===== config.mk =====
export PLATFORM = sky130hd
export DESIGN_NAME = eeprom_ctrl_top
export DESIGN_NICKNAME = d
export VERILOG_FILES = /design/src/hdl/eeprom_pkg.sv /design/src/hdl/eeprom_cmd_if.sv /design/src/hdl/eeprom_req_capture.sv /design/src/hdl/eeprom_cmd_fifo.sv /design/src/hdl/eeprom_serial_engine.sv /design/src/hdl/eeprom_ctrl_top.sv
export SDC_FILE = /design/constraint.sdc
export NUM_CORES = 1
export LEC_CHECK = 0
export ABC_CLOCK_PERIOD_IN_PS = 4800
export BUFFER_PORTS_ARGS = -buffer_cell sky130_fd_sc_hd__buf_4
export CAP_MARGIN = 10
export CELL_PAD_IN_SITES_DETAIL_PLACEMENT = 0
export CELL_PAD_IN_SITES_GLOBAL_PLACEMENT = 1
export CORE_UTILIZATION = 50
export DETAILED_ROUTE_END_ITERATION = 8
export MAX_ROUTING_LAYER = met4
export PLACE_DENSITY = 0.8
export SYNTH_ARGS = -nofsm -noshare
export SYNTH_HDL_FRONTEND = slang
export SYNTH_SLANG_ARGS = --single-unit

===== constraint.sdc =====
create_clock -name CLK -period 4.8 [get_ports CLK]
set_clock_uncertainty 0.05 [all_clocks]
set_input_delay 0.48 -clock CLK [delete_from_list [all_inputs] [get_ports CLK]]
set_output_delay 0.48 -clock CLK [all_outputs]
set_load 0.01 [all_outputs]

===== src/hdl/eeprom_pkg.sv =====
package eeprom_pkg;

    localparam int ADDR_W = 11;   // 2 Kbyte array
    localparam int DATA_W = 8;

    // high nibble of the control byte
    localparam logic [3:0] DEV_TYPE = 4'b1010;

    localparam int FIFO_DEPTH = 4;

    // CLK cycles per SCL bit, one per quarter phase
    localparam int BIT_CYCLES = 4;

    // one-hot engine state, bit positions
    localparam int ST_W     = 10;
    localparam int S_IDLE   = 0;
    localparam int S_START  = 1;
    localparam int S_CTRL   = 2;  // control byte, write bit
    localparam int S_ADDR   = 3;
    localparam int S_DATA   = 4;
    localparam int S_RSTART = 5;  // repeated start
    localparam int S_CTRLR  = 6;  // control byte, read bit
    localparam int S_READ   = 7;
    localparam int S_MNACK  = 8;
    localparam int S_STOP   = 9;

endpackage


===== src/hdl/eeprom_cmd_if.sv =====
interface eeprom_cmd_if;

    logic                          push;
    logic                          pop;
    logic                          is_read;
    logic [eeprom_pkg::ADDR_W-1:0] addr;
    logic [eeprom_pkg::DATA_W-1:0] wdata;
    logic                          full;
    logic                          empty;

    // request side, feeds the queue
    modport producer (output push, is_read, addr, wdata, input full);

    // bus engine side, takes the head
    modport consumer (output pop, input is_read, addr, wdata, empty);

    // queue ends, mirror images of the two above
    modport fifo_wr (input push, is_read, addr, wdata, output full);
    modport fifo_rd (input pop, output is_read, addr, wdata, empty);

endinterface


===== src/hdl/eeprom_req_capture.sv =====
module eeprom_req_capture (
    input  logic                          CLK,
    input  logic                          RESET,
    input  logic                          wr,
    input  logic                          rd,
    input  logic [eeprom_pkg::ADDR_W-1:0] addr,
    input  logic [eeprom_pkg::DATA_W-1:0] wdata,
    output logic                          busy,
    eeprom_cmd_if.producer                cmd
);

    logic                          pend_valid;
    logic                          pend_is_read;
    logic [eeprom_pkg::ADDR_W-1:0] pend_addr;
    logic [eeprom_pkg::DATA_W-1:0] pend_wdata;
    logic                          take;

    // slot stuck behind a full queue
    assign busy = pend_valid & cmd.full;
    assign take = (wr | rd) & ~busy;

    assign cmd.push    = pend_valid & ~cmd.full;
    assign cmd.is_read = pend_is_read;
    assign cmd.addr    = pend_addr;
    assign cmd.wdata   = pend_wdata;

    always_ff @(posedge CLK)
    begin
        if (RESET)
            pend_valid <= 1'b0;
        else if (take)
            pend_valid <= 1'b1;   // refill even while the old one is pushed
        else if (cmd.push)
            pend_valid <= 1'b0;
    end

    always_ff @(posedge CLK)
    begin
        if (take)
        begin
            pend_is_read <= ~wr;  // wr wins
            pend_addr    <= addr;
            pend_wdata   <= wdata;
        end
    end

endmodule


===== src/hdl/eeprom_cmd_fifo.sv =====
module eeprom_cmd_fifo (
    input  logic          CLK,
    input  logic          RESET,
    eeprom_cmd_if.fifo_wr wr_side,
    eeprom_cmd_if.fifo_rd rd_side
);

    logic [eeprom_pkg::ADDR_W+eeprom_pkg::DATA_W:0] mem [eeprom_pkg::FIFO_DEPTH];
    logic [eeprom_pkg::ADDR_W+eeprom_pkg::DATA_W:0] head;

    logic [$clog2(eeprom_pkg::FIFO_DEPTH)-1:0] wr_ptr;
    logic [$clog2(eeprom_pkg::FIFO_DEPTH)-1:0] rd_ptr;
    logic [$clog2(eeprom_pkg::FIFO_DEPTH):0]   count;
    logic [$clog2(eeprom_pkg::FIFO_DEPTH):0]   count_nxt;
    logic                                      do_push;
    logic                                      do_pop;

    assign do_push = wr_side.push & ~wr_side.full;
    assign do_pop  = rd_side.pop & ~rd_side.empty;

    always_comb
    begin
        count_nxt = count;
        if (do_push && !do_pop)
            count_nxt = count + 1'b1;
        else if (do_pop && !do_push)
            count_nxt = count - 1'b1;
    end

    always_ff @(posedge CLK)
    begin
        if (do_push)
            mem[wr_ptr] <= {wr_side.is_read, wr_side.addr, wr_side.wdata};
    end

    always_ff @(posedge CLK)
    begin
        if (RESET)
        begin
            wr_ptr        <= '0;
            rd_ptr        <= '0;
            count         <= '0;
            wr_side.full  <= 1'b0;
            rd_side.empty <= 1'b1;
        end
        else
        begin
            if (do_push)
                wr_ptr <= wr_ptr + 1'b1;  // depth is a power of two, wraps
            if (do_pop)
                rd_ptr <= rd_ptr + 1'b1;
            count         <= count_nxt;
            wr_side.full  <= (count_nxt == eeprom_pkg::FIFO_DEPTH);
            rd_side.empty <= (count_nxt == 0);
        end
    end

    // head is valid whenever empty is low
    assign head            = mem[rd_ptr];
    assign rd_side.is_read = head[eeprom_pkg::ADDR_W+eeprom_pkg::DATA_W];
    assign rd_side.addr    = head[eeprom_pkg::ADDR_W+eeprom_pkg::DATA_W-1:eeprom_pkg::DATA_W];
    assign rd_side.wdata   = head[eeprom_pkg::DATA_W-1:0];

endmodule


===== src/hdl/eeprom_serial_engine.sv =====
module eeprom_serial_engine (
    input  logic                          CLK,
    input  logic                          RESET,
    eeprom_cmd_if.consumer                cmd,
    input  logic                          sda_in,
    output logic                          scl,
    output logic                          sda_drive_low,
    output logic                          ack,
    output logic                          nack,
    output logic [eeprom_pkg::DATA_W-1:0] rdata
);

    logic [eeprom_pkg::ST_W-1:0]   state;
    logic [1:0]                    qtr;
    logic [3:0]                    bit_cnt;
    logic [eeprom_pkg::DATA_W-1:0] shreg;
    logic                          is_rd_q;
    logic [eeprom_pkg::ADDR_W-1:0] addr_q;
    logic [eeprom_pkg::DATA_W-1:0] wdata_q;
    logic                          nack_seen;
    logic                          qtr_last;
    logic                          byte_out;
    logic                          ack_slot;

    function automatic logic [eeprom_pkg::ST_W-1:0] onehot(input int idx);
        onehot      = '0;
        onehot[idx] = 1'b1;
    endfunction

    assign qtr_last = (qtr == 2'(eeprom_pkg::BIT_CYCLES - 1));

    // bytes the master shifts out, each followed by a device ack bit
    assign byte_out = state[eeprom_pkg::S_CTRL] | state[eeprom_pkg::S_ADDR] |
                      state[eeprom_pkg::S_DATA] | state[eeprom_pkg::S_CTRLR];
    assign ack_slot = byte_out && (bit_cnt == 4'd8);

    assign cmd.pop = state[eeprom_pkg::S_IDLE] & ~cmd.empty;

    // pin decode, SCL high in quarters 1 and 2 of a data bit
    always_comb
    begin
        scl           = 1'b1;
        sda_drive_low = 1'b0;
        if (state[eeprom_pkg::S_START])
        begin
            scl           = (qtr != 2'd3);
            sda_drive_low = qtr[1];        // falls in quarter 2, SCL still high
        end
        else if (state[eeprom_pkg::S_RSTART])
        begin
            scl           = qtr[0] ^ qtr[1];
            sda_drive_low = qtr[1];
        end
        else if (state[eeprom_pkg::S_STOP])
        begin
            scl           = (qtr != 2'd0);
            sda_drive_low = ~qtr[1];       // released in quarter 2
        end
        else if (!state[eeprom_pkg::S_IDLE])
        begin
            scl           = qtr[0] ^ qtr[1];
            sda_drive_low = byte_out && !ack_slot && !shreg[7];
        end
    end

    always_ff @(posedge CLK)
    begin
        if (RESET)
        begin
            state     <= onehot(eeprom_pkg::S_IDLE);
            qtr       <= 2'd0;
            bit_cnt   <= 4'd0;
            nack_seen <= 1'b0;
            ack       <= 1'b0;
            nack      <= 1'b0;
            rdata     <= '0;
        end
        else if (state[eeprom_pkg::S_IDLE])
        begin
            ack       <= 1'b0;
            nack      <= 1'b0;
            qtr       <= 2'd0;
            bit_cnt   <= 4'd0;
            nack_seen <= 1'b0;
            if (!cmd.empty)
                state <= onehot(eeprom_pkg::S_START);
        end
        else
        begin
            ack  <= 1'b0;
            nack <= 1'b0;
            qtr  <= qtr + 2'd1;

            if (qtr == 2'd2)  // sample point, end of the second high quarter
            begin
                if (ack_slot && sda_in)
                    nack_seen <= 1'b1;
                if (state[eeprom_pkg::S_READ])
                    shreg <= {shreg[eeprom_pkg::DATA_W-2:0], sda_in};
            end

            if (qtr_last)
            begin
                bit_cnt <= bit_cnt + 4'd1;
                if (byte_out)
                    shreg <= {shreg[eeprom_pkg::DATA_W-2:0], 1'b0};

                case (1'b1)
                    state[eeprom_pkg::S_START]:
                    begin
                        shreg   <= {eeprom_pkg::DEV_TYPE,
                                    addr_q[eeprom_pkg::ADDR_W-1:eeprom_pkg::DATA_W], 1'b0};
                        bit_cnt <= 4'd0;
                        state   <= onehot(eeprom_pkg::S_CTRL);
                    end
                    state[eeprom_pkg::S_CTRL]:
                        if (ack_slot)
                        begin
                            shreg   <= addr_q[eeprom_pkg::DATA_W-1:0];
                            bit_cnt <= 4'd0;
                            state   <= onehot(nack_seen ? eeprom_pkg::S_STOP
                                                        : eeprom_pkg::S_ADDR);
                        end
                    state[eeprom_pkg::S_ADDR]:
                        if (ack_slot)
                        begin
                            shreg   <= wdata_q;
                            bit_cnt <= 4'd0;
                            if (nack_seen)
                                state <= onehot(eeprom_pkg::S_STOP);
                            else if (is_rd_q)
                                state <= onehot(eeprom_pkg::S_RSTART);
                            else
                                state <= onehot(eeprom_pkg::S_DATA);
                        end
                    state[eeprom_pkg::S_DATA]:
                        if (ack_slot)
                            state <= onehot(eeprom_pkg::S_STOP);
                    state[eeprom_pkg::S_RSTART]:
                    begin
                        shreg   <= {eeprom_pkg::DEV_TYPE,
                                    addr_q[eeprom_pkg::ADDR_W-1:eeprom_pkg::DATA_W], 1'b1};
                        bit_cnt <= 4'd0;
                        state   <= onehot(eeprom_pkg::S_CTRLR);
                    end
                    state[eeprom_pkg::S_CTRLR]:
                        if (ack_slot)
                        begin
                            bit_cnt <= 4'd0;
                            state   <= onehot(nack_seen ? eeprom_pkg::S_STOP
                                                        : eeprom_pkg::S_READ);
                        end
                    state[eeprom_pkg::S_READ]:
                        if (bit_cnt == 4'd7)
                            state <= onehot(eeprom_pkg::S_MNACK);
                    state[eeprom_pkg::S_MNACK]:
                        state <= onehot(eeprom_pkg::S_STOP);
                    state[eeprom_pkg::S_STOP]:
                    begin
                        ack  <= ~nack_seen;
                        nack <= nack_seen;
                        if (is_rd_q && !nack_seen)
                            rdata <= shreg;
                        state <= onehot(eeprom_pkg::S_IDLE);
                    end
                    default:
                        state <= onehot(eeprom_pkg::S_IDLE);
                endcase
            end
        end
    end

    // command fields, taken with the pop
    always_ff @(posedge CLK)
    begin
        if (cmd.pop)
        begin
            is_rd_q <= cmd.is_read;
            addr_q  <= cmd.addr;
            wdata_q <= cmd.wdata;
        end
    end

endmodule


===== src/hdl/eeprom_ctrl_top.sv =====
module eeprom_ctrl_top (
    input  logic                          CLK,
    input  logic                          RESET,
    input  logic                          wr,
    input  logic                          rd,
    input  logic [eeprom_pkg::ADDR_W-1:0] addr,
    input  logic [eeprom_pkg::DATA_W-1:0] wdata,
    input  logic                          sda_in,
    output logic                          busy,
    output logic                          ack,
    output logic                          nack,
    output logic [eeprom_pkg::DATA_W-1:0] rdata,
    output logic                          scl,
    output logic                          sda_drive_low
);

    eeprom_cmd_if cmd_in ();    // capture to queue
    eeprom_cmd_if cmd_out ();   // queue to bus engine

    eeprom_req_capture u_req_capture (
        .CLK   (CLK),
        .RESET (RESET),
        .wr    (wr),
        .rd    (rd),
        .addr  (addr),
        .wdata (wdata),
        .busy  (busy),
        .cmd   (cmd_in)
    );

    eeprom_cmd_fifo u_cmd_fifo (
        .CLK     (CLK),
        .RESET   (RESET),
        .wr_side (cmd_in),
        .rd_side (cmd_out)
    );

    eeprom_serial_engine u_serial_engine (
        .CLK           (CLK),
        .RESET         (RESET),
        .cmd           (cmd_out),
        .sda_in        (sda_in),
        .scl           (scl),
        .sda_drive_low (sda_drive_low),
        .ack           (ack),
        .nack          (nack),
        .rdata         (rdata)
    );

endmodule


==> flow_summary.ini, run 1 <==
[synth]
fraction_of_the_mapped_netlist_area_in_compound_gates = 0.07798
synthSimpleGateAreaFrac = 0.1038
synth.ff_latch_count = 165
synth.mux.area_fraction = 0.09720
combinational_family_with_the_most_area_after_synthesis = simple AND/OR/NAND/NOR gates
synth-xor-area-share = 0.005125
synth-edff-count = 128
synth.avg_cell_area_sq_um = 14.24
yosys.area.top_type_share = 0.5623
async_flop_share = 0
yosys-top-cells-area = sky130_fd_sc_hd__edfxtp_1, sky130_fd_sc_hd__dfxtp_1, sky130_fd_sc_hd__mux4_2, sky130_fd_sc_hd__mux2i_1, sky130_fd_sc_hd__nor2_1
yosys.area_share.adder = 0.02014
netlist-cell-type-count = 53
yosys_most_used_dff = sky130_fd_sc_hd__edfxtp_1
ys_seq_area_frac = 0.6707
synthesis.nets = 515
synthesized_netlist_cell_count = 480
synth_largest_area_cell = sky130_fd_sc_hd__edfxtp_1
synth-warning-count = 0
synthesis.area_sq_um = 6835

[cts]
tritoncts.num_buffers = 17
worst_skew_pair.late_latency_ns = 0.42
tritoncts = done
postCtsResizedCells = 0
postCtsHoldBufs = 0
cts.root.buffer_cell = sky130_fd_sc_hd__clkbuf_16
post_cts.repair.setup_buffers = 0
cts.path.max_buffers = 2
clkSinkCount = 165
htree_levels = 4
cts.clk_slew.worst_paths_ns = 0.07

[route]
drt_first_iter_violations = 341
routed_wl_um = 12950
firstDrtPassIters = 5
routed-via-count = 4054
routed_wirelength_normalized_by_instance_count_um = 18.45
antenna_violating_nets_post_route = 0
vias_per_cell = 5.775
drt_drc_violations_left = 0

[sta]
finalHoldWorstSlack_ns = 0.1810
slew_violations = 0
grt_setup_unrepaired = no
slew-limit-headroom = 0.2782
hold_viol_final = 0
final_critical_path_setup_slack_ns = 2.151
tightest_slew_ns = 1.083
fin_tns_setup_ns = 0
fmax_ghz = 0.3775
period_minus_slack_ns = 2.649
min_period_over_period = 0.5519
setup-violations-final = 0

[power_and_ir_drop]
power_mw = 3.771
vdd_ir_drop_max_mv = 0.4007
total_leakage_power_nw = 2.680
powerDensity_nw_per_um2 = 482.9

[setup_path]
cp-end-kind = output pin
reg2reg_depth = 6
cpPeakStageDelay_ns = 0.53
critPathArrivalTime_ns = 2.12
worst-endpoint-required_ns = 4.27
reg2reg_setup_slack_ns = 2.24
crit_path_top_delay_cell = sky130_fd_sc_hd__and3b_1
worstReg2RegStart = u_serial_engine.state[0]
crit_path_start_kind = flop
crit_chain = inv_1 -> ha_1 -> and3b_1 -> nor2_1 -> a22oi_1 -> a21oi_1 -> buf_4
timing.rr.end = u_cmd_fifo.rd_side.empty
critPathKind = reg2out
worst-path-max-fanout = 13

[floorplanning]
floorplan.die.width_um = 118.9
placementRows = 42
initial_utilization = 0.5141
floorplan.die_area_sq_um = 14140
die_h_um = 118.9
design.core.area_sq_um = 13300
io_pins = 37

[placed_design]
place_inst = 670
gp_congestion = 0.8832
place.port_buffers = 36
preCtsSetupSlack_ns = 2.250
dp_hpwl_um = 8528

[finish]
register_area_sq_um = 4584
antenna_cells = 0
fin_nets = 548
multiInputGateArea_sq_um = 2082
layout-area-overhead-vs-synth_pct = 14.24
drive_above_1_share = 0.1882
stdcell_count = 702
num-fill-cells = 1003

[hold_path]
hold_path_end = u_req_capture.cmd.addr[6]
worstHoldPathCells = 1
timing.hold.worst.class = in2reg
worst_hold_startpoint = addr[6]

[flow_run]
drv.max_cap_violation_count = 0

[global_routing]
grt_first_pass_wirelength_um = 20860
grt_max_degree = 35
antenna_found_initial = 0
grt_usage = 0.2035
grt_remaining_overflow = 0
first_global_vias = 4027

[status]
status = complete, no violations
==> cells in the final DEF, fill, tap and decap left out, types with 3 or more instances in the layout <==
cell	n
sky130_fd_sc_hd__inv_6	3
sky130_fd_sc_hd__mux2_2	3
sky130_fd_sc_hd__mux4_2	20
sky130_fd_sc_hd__nor4_1	4
sky130_fd_sc_hd__nor2b_1	4
sky130_fd_sc_hd__dfxtp_1	37
sky130_fd_sc_hd__inv_1	15
sky130_fd_sc_hd__clkinvlp_4	4
sky130_fd_sc_hd__clkbuf_16	17
sky130_fd_sc_hd__ha_1	11
sky130_fd_sc_hd__a211oi_1	3
sky130_fd_sc_hd__nor3_1	11
sky130_fd_sc_hd__edfxtp_1	128
sky130_fd_sc_hd__a32oi_1	3
sky130_fd_sc_hd__o221ai_1	5
sky130_fd_sc_hd__a21oi_1	22
sky130_fd_sc_hd__or3_1	3
sky130_fd_sc_hd__or4_1	6
sky130_fd_sc_hd__and3_1	5
sky130_fd_sc_hd__a31oi_1	6
sky130_fd_sc_hd__mux2i_1	18
sky130_fd_sc_hd__and2_1	8
sky130_fd_sc_hd__a22oi_1	4
sky130_fd_sc_hd__nand2b_1	8
sky130_fd_sc_hd__nor2_1	41
sky130_fd_sc_hd__xnor2_1	3
sky130_fd_sc_hd__buf_4	37
sky130_fd_sc_hd__nand3_1	6
sky130_fd_sc_hd__a21boi_0	4
sky130_fd_sc_hd__o21ai_0	15
sky130_fd_sc_hd__nand2_1	32
==> per-stage QoR <==
stage	utilization	area [sq um]
floorplan	-	6835
global placement	0.5437	7228
detailed placement	0.5437	7228
CTS	0.5873	7809
global route	0.5873	7809
finish	0.5873	7809
==> layer usage <==
metal,track usage,share of wire,vias up
met5,-,0,-
met4,0.07516,0.017,0
met3,0.04550,0.036,20
met2,0.3330,0.50,100
met1,0.2486,0.45,2028
li1,-,-,1906
==> synth_stat cells (4+ instances only) <==
cell                       count
sky130_fd_sc_hd__edfxtp_1    128
sky130_fd_sc_hd__nor2_1       42
sky130_fd_sc_hd__dfxtp_1      37
sky130_fd_sc_hd__nand2_1      32
sky130_fd_sc_hd__a21oi_1      22
sky130_fd_sc_hd__mux4_2       20
sky130_fd_sc_hd__mux2i_1      18
sky130_fd_sc_hd__clkbuf_1     16
sky130_fd_sc_hd__inv_1        15
sky130_fd_sc_hd__o21ai_0      15
sky130_fd_sc_hd__ha_1         11
sky130_fd_sc_hd__nor3_1       11
sky130_fd_sc_hd__and2_1        8
sky130_fd_sc_hd__nand2b_1      8
sky130_fd_sc_hd__a31oi_1       6
sky130_fd_sc_hd__nand3_1       6
sky130_fd_sc_hd__or4_1         6
sky130_fd_sc_hd__and3_1        5
sky130_fd_sc_hd__buf_2         5
sky130_fd_sc_hd__o221ai_1      5
sky130_fd_sc_hd__a21boi_0      4
sky130_fd_sc_hd__a22oi_1       4
sky130_fd_sc_hd__nor2b_1       4
sky130_fd_sc_hd__nor4_1        4
==> worst max-delay path: cells and delay by family (launching register included) <==
family | cells | cell delay [ns]
buffers and inverters | 2 | 0.23
adder cells (fa/ha/maj) | 1 | 0.19
AO/OA/AOI/OAI | 2 | 0.26
flip-flops | 1 | 0.33
AND/OR/NAND/NOR | 2 | 0.69
==> where the power goes <==
part / leakage, nW / internal, mW / switching (mW) / total [mW]
Combinational: 0.912 / 0.253 / 0.292 / 0.545
Sequential: 1.50 / 1.77 / 0.120 / 1.89
Clock: 0.272 / 0.775 / 0.559 / 1.33
==> registers in the layout, indices dropped and copies added (netlist names) <==
register                   cells
u_cmd_fifo.count               3
u_cmd_fifo.mem                80
u_cmd_fifo.rd_ptr              2
u_cmd_fifo.rd_side.empty       1
u_cmd_fifo.wr_ptr              2
u_cmd_fifo.wr_side.full        1
u_req_capture.cmd.addr        11
u_req_capture.cmd.is_read      1
u_req_capture.cmd.wdata        8
u_req_capture.pend_valid       1
u_serial_engine.ack            1
u_serial_engine.addr_q        11
u_serial_engine.bit_cnt        4
u_serial_engine.is_rd_q        1
u_serial_engine.nack           1
u_serial_engine.nack_seen      1
u_serial_engine.qtr            2
u_serial_engine.rdata          8
u_serial_engine.shreg          8
u_serial_engine.state         10
u_serial_engine.wdata_q        8
==> area by class of cell <==
cell class	count	share of cell area
Sequential cell	165	0.5871
Multi-Input combinational cell	275	0.2666
Clock buffer	19	0.05544
Timing Repair Buffer	37	0.03557
Tap cell	176	0.02820
Clock inverter	13	0.01891
Inverter	17	0.008172
==> kinds of logic (layout without fill, tap and decap cells) <==
group / Yosys count / count (layout)
AOI/OAI and AO/OA: 80 / 80
xor gates and xnor gates: 4 / 4
adders and majority gates: 11 / 11
buffers and inverters: 40 / 86
DFF: 165 / 165
muxes: 41 / 41
and+or+nand+nor: 139 / 139
==> how the worst max path moves through the flow <==
stage / start / to / slack, ns / depth (start not counted)
after floorplan: u_serial_engine.state[0] / u_cmd_fifo.rd_side.empty / 2.80 / 7
final: u_serial_engine.bit_cnt[0] / sda_drive_low / 2.15 / 7
after global placement: u_serial_engine.state[0] / u_cmd_fifo.wr_side.full / 2.42 / 6
after global routing: u_serial_engine.state[0] / u_cmd_fifo.rd_side.empty / 1.96 / 6
after CTS: u_serial_engine.bit_cnt[0] / sda_drive_low / 2.16 / 7
after detailed placement: u_serial_engine.state[0] / u_cmd_fifo.rd_side.empty / 2.25 / 6
No activity file was read; power rests on OpenSTA's default activity.
==> inputs of run 2 (changes only) <==
--- a/config.mk
+++ b/config.mk
@@ -5,15 +5,16 @@
 export SDC_FILE = /design/constraint.sdc
 export NUM_CORES = 1
 export LEC_CHECK = 0
-export ABC_CLOCK_PERIOD_IN_PS = 4800
+export ABC_AREA = 1
+export ABC_CLOCK_PERIOD_IN_PS = 2300
 export BUFFER_PORTS_ARGS = -buffer_cell sky130_fd_sc_hd__buf_4
 export CAP_MARGIN = 10
 export CELL_PAD_IN_SITES_DETAIL_PLACEMENT = 0
 export CELL_PAD_IN_SITES_GLOBAL_PLACEMENT = 1
-export CORE_UTILIZATION = 50
+export CORE_UTILIZATION = 44
 export DETAILED_ROUTE_END_ITERATION = 8
 export MAX_ROUTING_LAYER = met4
-export PLACE_DENSITY = 0.8
+export PLACE_DENSITY = 0.78
 export SYNTH_ARGS = -nofsm -noshare
 export SYNTH_HDL_FRONTEND = slang
 export SYNTH_SLANG_ARGS = --single-unit
==> constraint.sdc (replaced) <==
create_clock -name CLK -period 2.3 [get_ports CLK]
set_clock_uncertainty 0.05 [all_clocks]
set_input_delay 0.23 -clock CLK [delete_from_list [all_inputs] [get_ports CLK]]
set_output_delay 0.23 -clock CLK [all_outputs]
set_load 0.01 [all_outputs]
==> run 2 against run 1 <==
Compared with the run above: power grew 120%; clock-buffer cell count shrank 1; clock power grew 110%; cell count grew 38%; cell area grew 7.8%; critical path type is now reg2reg; critical endpoint is now u_serial_engine.shreg[1].
==> flow_summary.ini, run 2 <==
[setup_path]
worstReg2RegStart = u_serial_engine.state[2]
worst-path-max-fanout = 21
crit_chain = nor2_4 -> nand3_4 -> nand2_8 -> inv_1 -> nand3_1 -> nand2_1 -> a21oi_1 -> a21oi_1
critPathArrivalTime_ns = 2.23
worst-endpoint-required_ns = 2.41
critPathKind = reg2reg
cpPeakStageDelay_ns = 0.40
crit_path_start_kind = flop
crit_path_top_delay_cell = sky130_fd_sc_hd__dfxtp_1
cp-end-kind = flop
critical_path.startpoint = u_serial_engine.state[2]
reg2reg_setup_slack_ns = 0.18
cp_common_cell = sky130_fd_sc_hd__a21oi_1

[cts]
cts.clk_slew.worst_paths_ns = 0.07
htree_levels = 4
tritoncts = done
post_cts.repair.setup_buffers = 0
tritoncts.num_buffers = 17
clkSinkCount = 165
cts.root.buffer_cell = sky130_fd_sc_hd__clkbuf_16
cts.path.max_buffers = 2
worst_skew_pair.late_latency_ns = 0.43

[power_and_ir_drop]
vdd_ir_drop_max_mv = 0.5911
p_sw_frac = 0.3013
power.net_switching_mw = 2.490
total_leakage_power_nw = 3.230
clock_power_share = 0.340
internal_cell_power_mw = 5.774
power.sequential.fraction = 0.476
combPwrFrac = 0.184
powerDensity_nw_per_um2 = 982.1

[status]
status = complete, no violations

[hold_path]
timing.hold.worst.class = in2reg
worst_hold_startpoint = sda_in

[synth]
synth.ff_latch_count = 165
synth-warning-count = 0
synth-edff-count = 128
async_flop_share = 0
yosys-top-cells-area = sky130_fd_sc_hd__edfxtp_1, sky130_fd_sc_hd__dfxtp_1, sky130_fd_sc_hd__nand2_1, sky130_fd_sc_hd__o21ai_0, sky130_fd_sc_hd__nor2_1
netlist-cell-type-count = 38
yosys.area.top_type_share = 0.5454
synthesis.nets = 713
ys_seq_area_frac = 0.6505
synthesized_netlist_cell_count = 678
synth_largest_area_cell = sky130_fd_sc_hd__edfxtp_1
yosys_most_used_dff = sky130_fd_sc_hd__edfxtp_1
synthesis.area_sq_um = 7048
synthTopCellsByCount = sky130_fd_sc_hd__edfxtp_1, sky130_fd_sc_hd__nand2_1, sky130_fd_sc_hd__nor2_1
synthMostInstantiatedCell = sky130_fd_sc_hd__edfxtp_1
synth.avg_cell_area_sq_um = 10.40

[sta]
setup-violations-final = 0
fin_tns_setup_ns = 0
tightest_slew_ns = 0.9516
fmax_ghz = 0.4714
min_period_over_period = 0.9223
slew-limit-headroom = 0.3633
final_critical_path_setup_slack_ns = 0.1788
hold_viol_final = 0
period_minus_slack_ns = 2.121
slew_violations = 0
grt_setup_unrepaired = no

[placed_design]
preCtsSetupSlack_ns = 0.1082
place_area_sq_um = 7609
place.port_buffers = 36
dp_hpwl_um = 10510
gp_congestion = 0.8595

[finish]
postLayoutCoreUtil = 0.5454
multiInputGateArea_sq_um = 2142
largest_reg_flops = 80
fin_nets = 783
antenna_cells = 0
fin_area_sq_um = 8414
register_area_sq_um = 4584
drive_above_1_share = 0.1432
regMostFlops = u_cmd_fifo.mem
num-fill-cells = 1389
commonest_cells_after_routing_fill_and_taps_aside = sky130_fd_sc_hd__edfxtp_1, sky130_fd_sc_hd__nand2_1, sky130_fd_sc_hd__nor2_1
final_common_cell = sky130_fd_sc_hd__edfxtp_1
layout-area-overhead-vs-synth_pct = 19.39

[route]
antenna_violating_nets_post_route = 0
drt_drc_violations_left = 0
routed-via-count = 5028
routed_wl_um = 16000
vias_per_cell = 5.173
firstDrtPassIters = 6
drt_first_iter_violations = 384
routed_wirelength_normalized_by_instance_count_um = 16.46

[floorplanning]
floorplan.die_area_sq_um = 16530
initial_utilization = 0.4569
placementRows = 45
die_h_um = 128.6
io_pins = 37
floorplan.die.width_um = 128.6
design.core.area_sq_um = 15430

[global_routing]
grt_usage = 0.2159
first_global_vias = 4929
grt_first_pass_wirelength_um = 25650
grt_remaining_overflow = 0
antenna_found_initial = 0
grt_max_degree = 42

[flow_run]
drv.max_cap_violation_count = 0
## run 2: repair_timing
| item | 4_1_cts | 5_1_grt |
|---|---|---|
| resized for setup | 0 | 1 |
| setup endpoints to repair | 0 | 3 |
| hold buffers | 21 | 0 |
| hold endpoints to repair | 21 | 0 |
## run 2: cell type report
class | count | area share
repair buffers | 76 | 0.07405
well taps | 211 | 0.03138
multi-input cells | 431 | 0.2546
clock buffers | 18 | 0.05100
flip-flops and latches | 165 | 0.5448
clock inverters | 14 | 0.01874
inverters | 57 | 0.02543
## run 2: final timing paths
check,to,cells after the start
setup / recovery,u_serial_engine.shreg[1],8
hold / removal,u_serial_engine.nack_seen,3
setup reg to reg,u_serial_engine.shreg[1],8
hold reg to reg,u_serial_engine.qtr[0],1
## run 2: per-stage QoR
stage               power (mW)  hold slack [ns]  instances
detailed placement       5.495           0.3593        919
global route             8.674          0.05044        972
global placement         5.448           0.3584        919
finish                   8.264          0.03649        972
floorplan                4.971           0.2789        678
CTS                      8.325          0.02172        972
## run 2: logic make-up (layout without fill, tap and decap cells)
group	Yosys count	count (layout)	share of synthesized area
flops	165	165	0.6505
xor+xnor	3	3	0.003729
compound gates	141	141	0.1069
simple gates	276	276	0.1718
fa+ha+maj	11	11	0.01953
buf+inv	82	165	0.04758
## run 2: critical path, delay by kind of cell, from the launching register on
family | cells | cell delay (ns)
AND/OR/NAND/NOR | 5 | 0.89
flip-flops | 1 | 0.40
AO/OA/AOI/OAI | 2 | 0.29
buffers and inverters | 1 | 0.22
## run 2: routing by layer
layer  routed length, um  vias up  GRT usage
met1                7237     2406     0.2573
met3                 565       23    0.04033
met2                7908      106     0.3612
met5                   0        -          -
li1                    -     2493          -
met4                 286        0    0.08720
## run 2: power groups by stage
stage,Combinational (mW),Clock [mW],Sequential (mW)
after global routing,1.72,2.98,3.97
after CTS,1.54,2.85,3.93
final,1.52,2.81,3.93
after global placement,1.47,0,3.98
after floorplan,1.07,0,3.90
after detailed placement,1.50,0,4.00
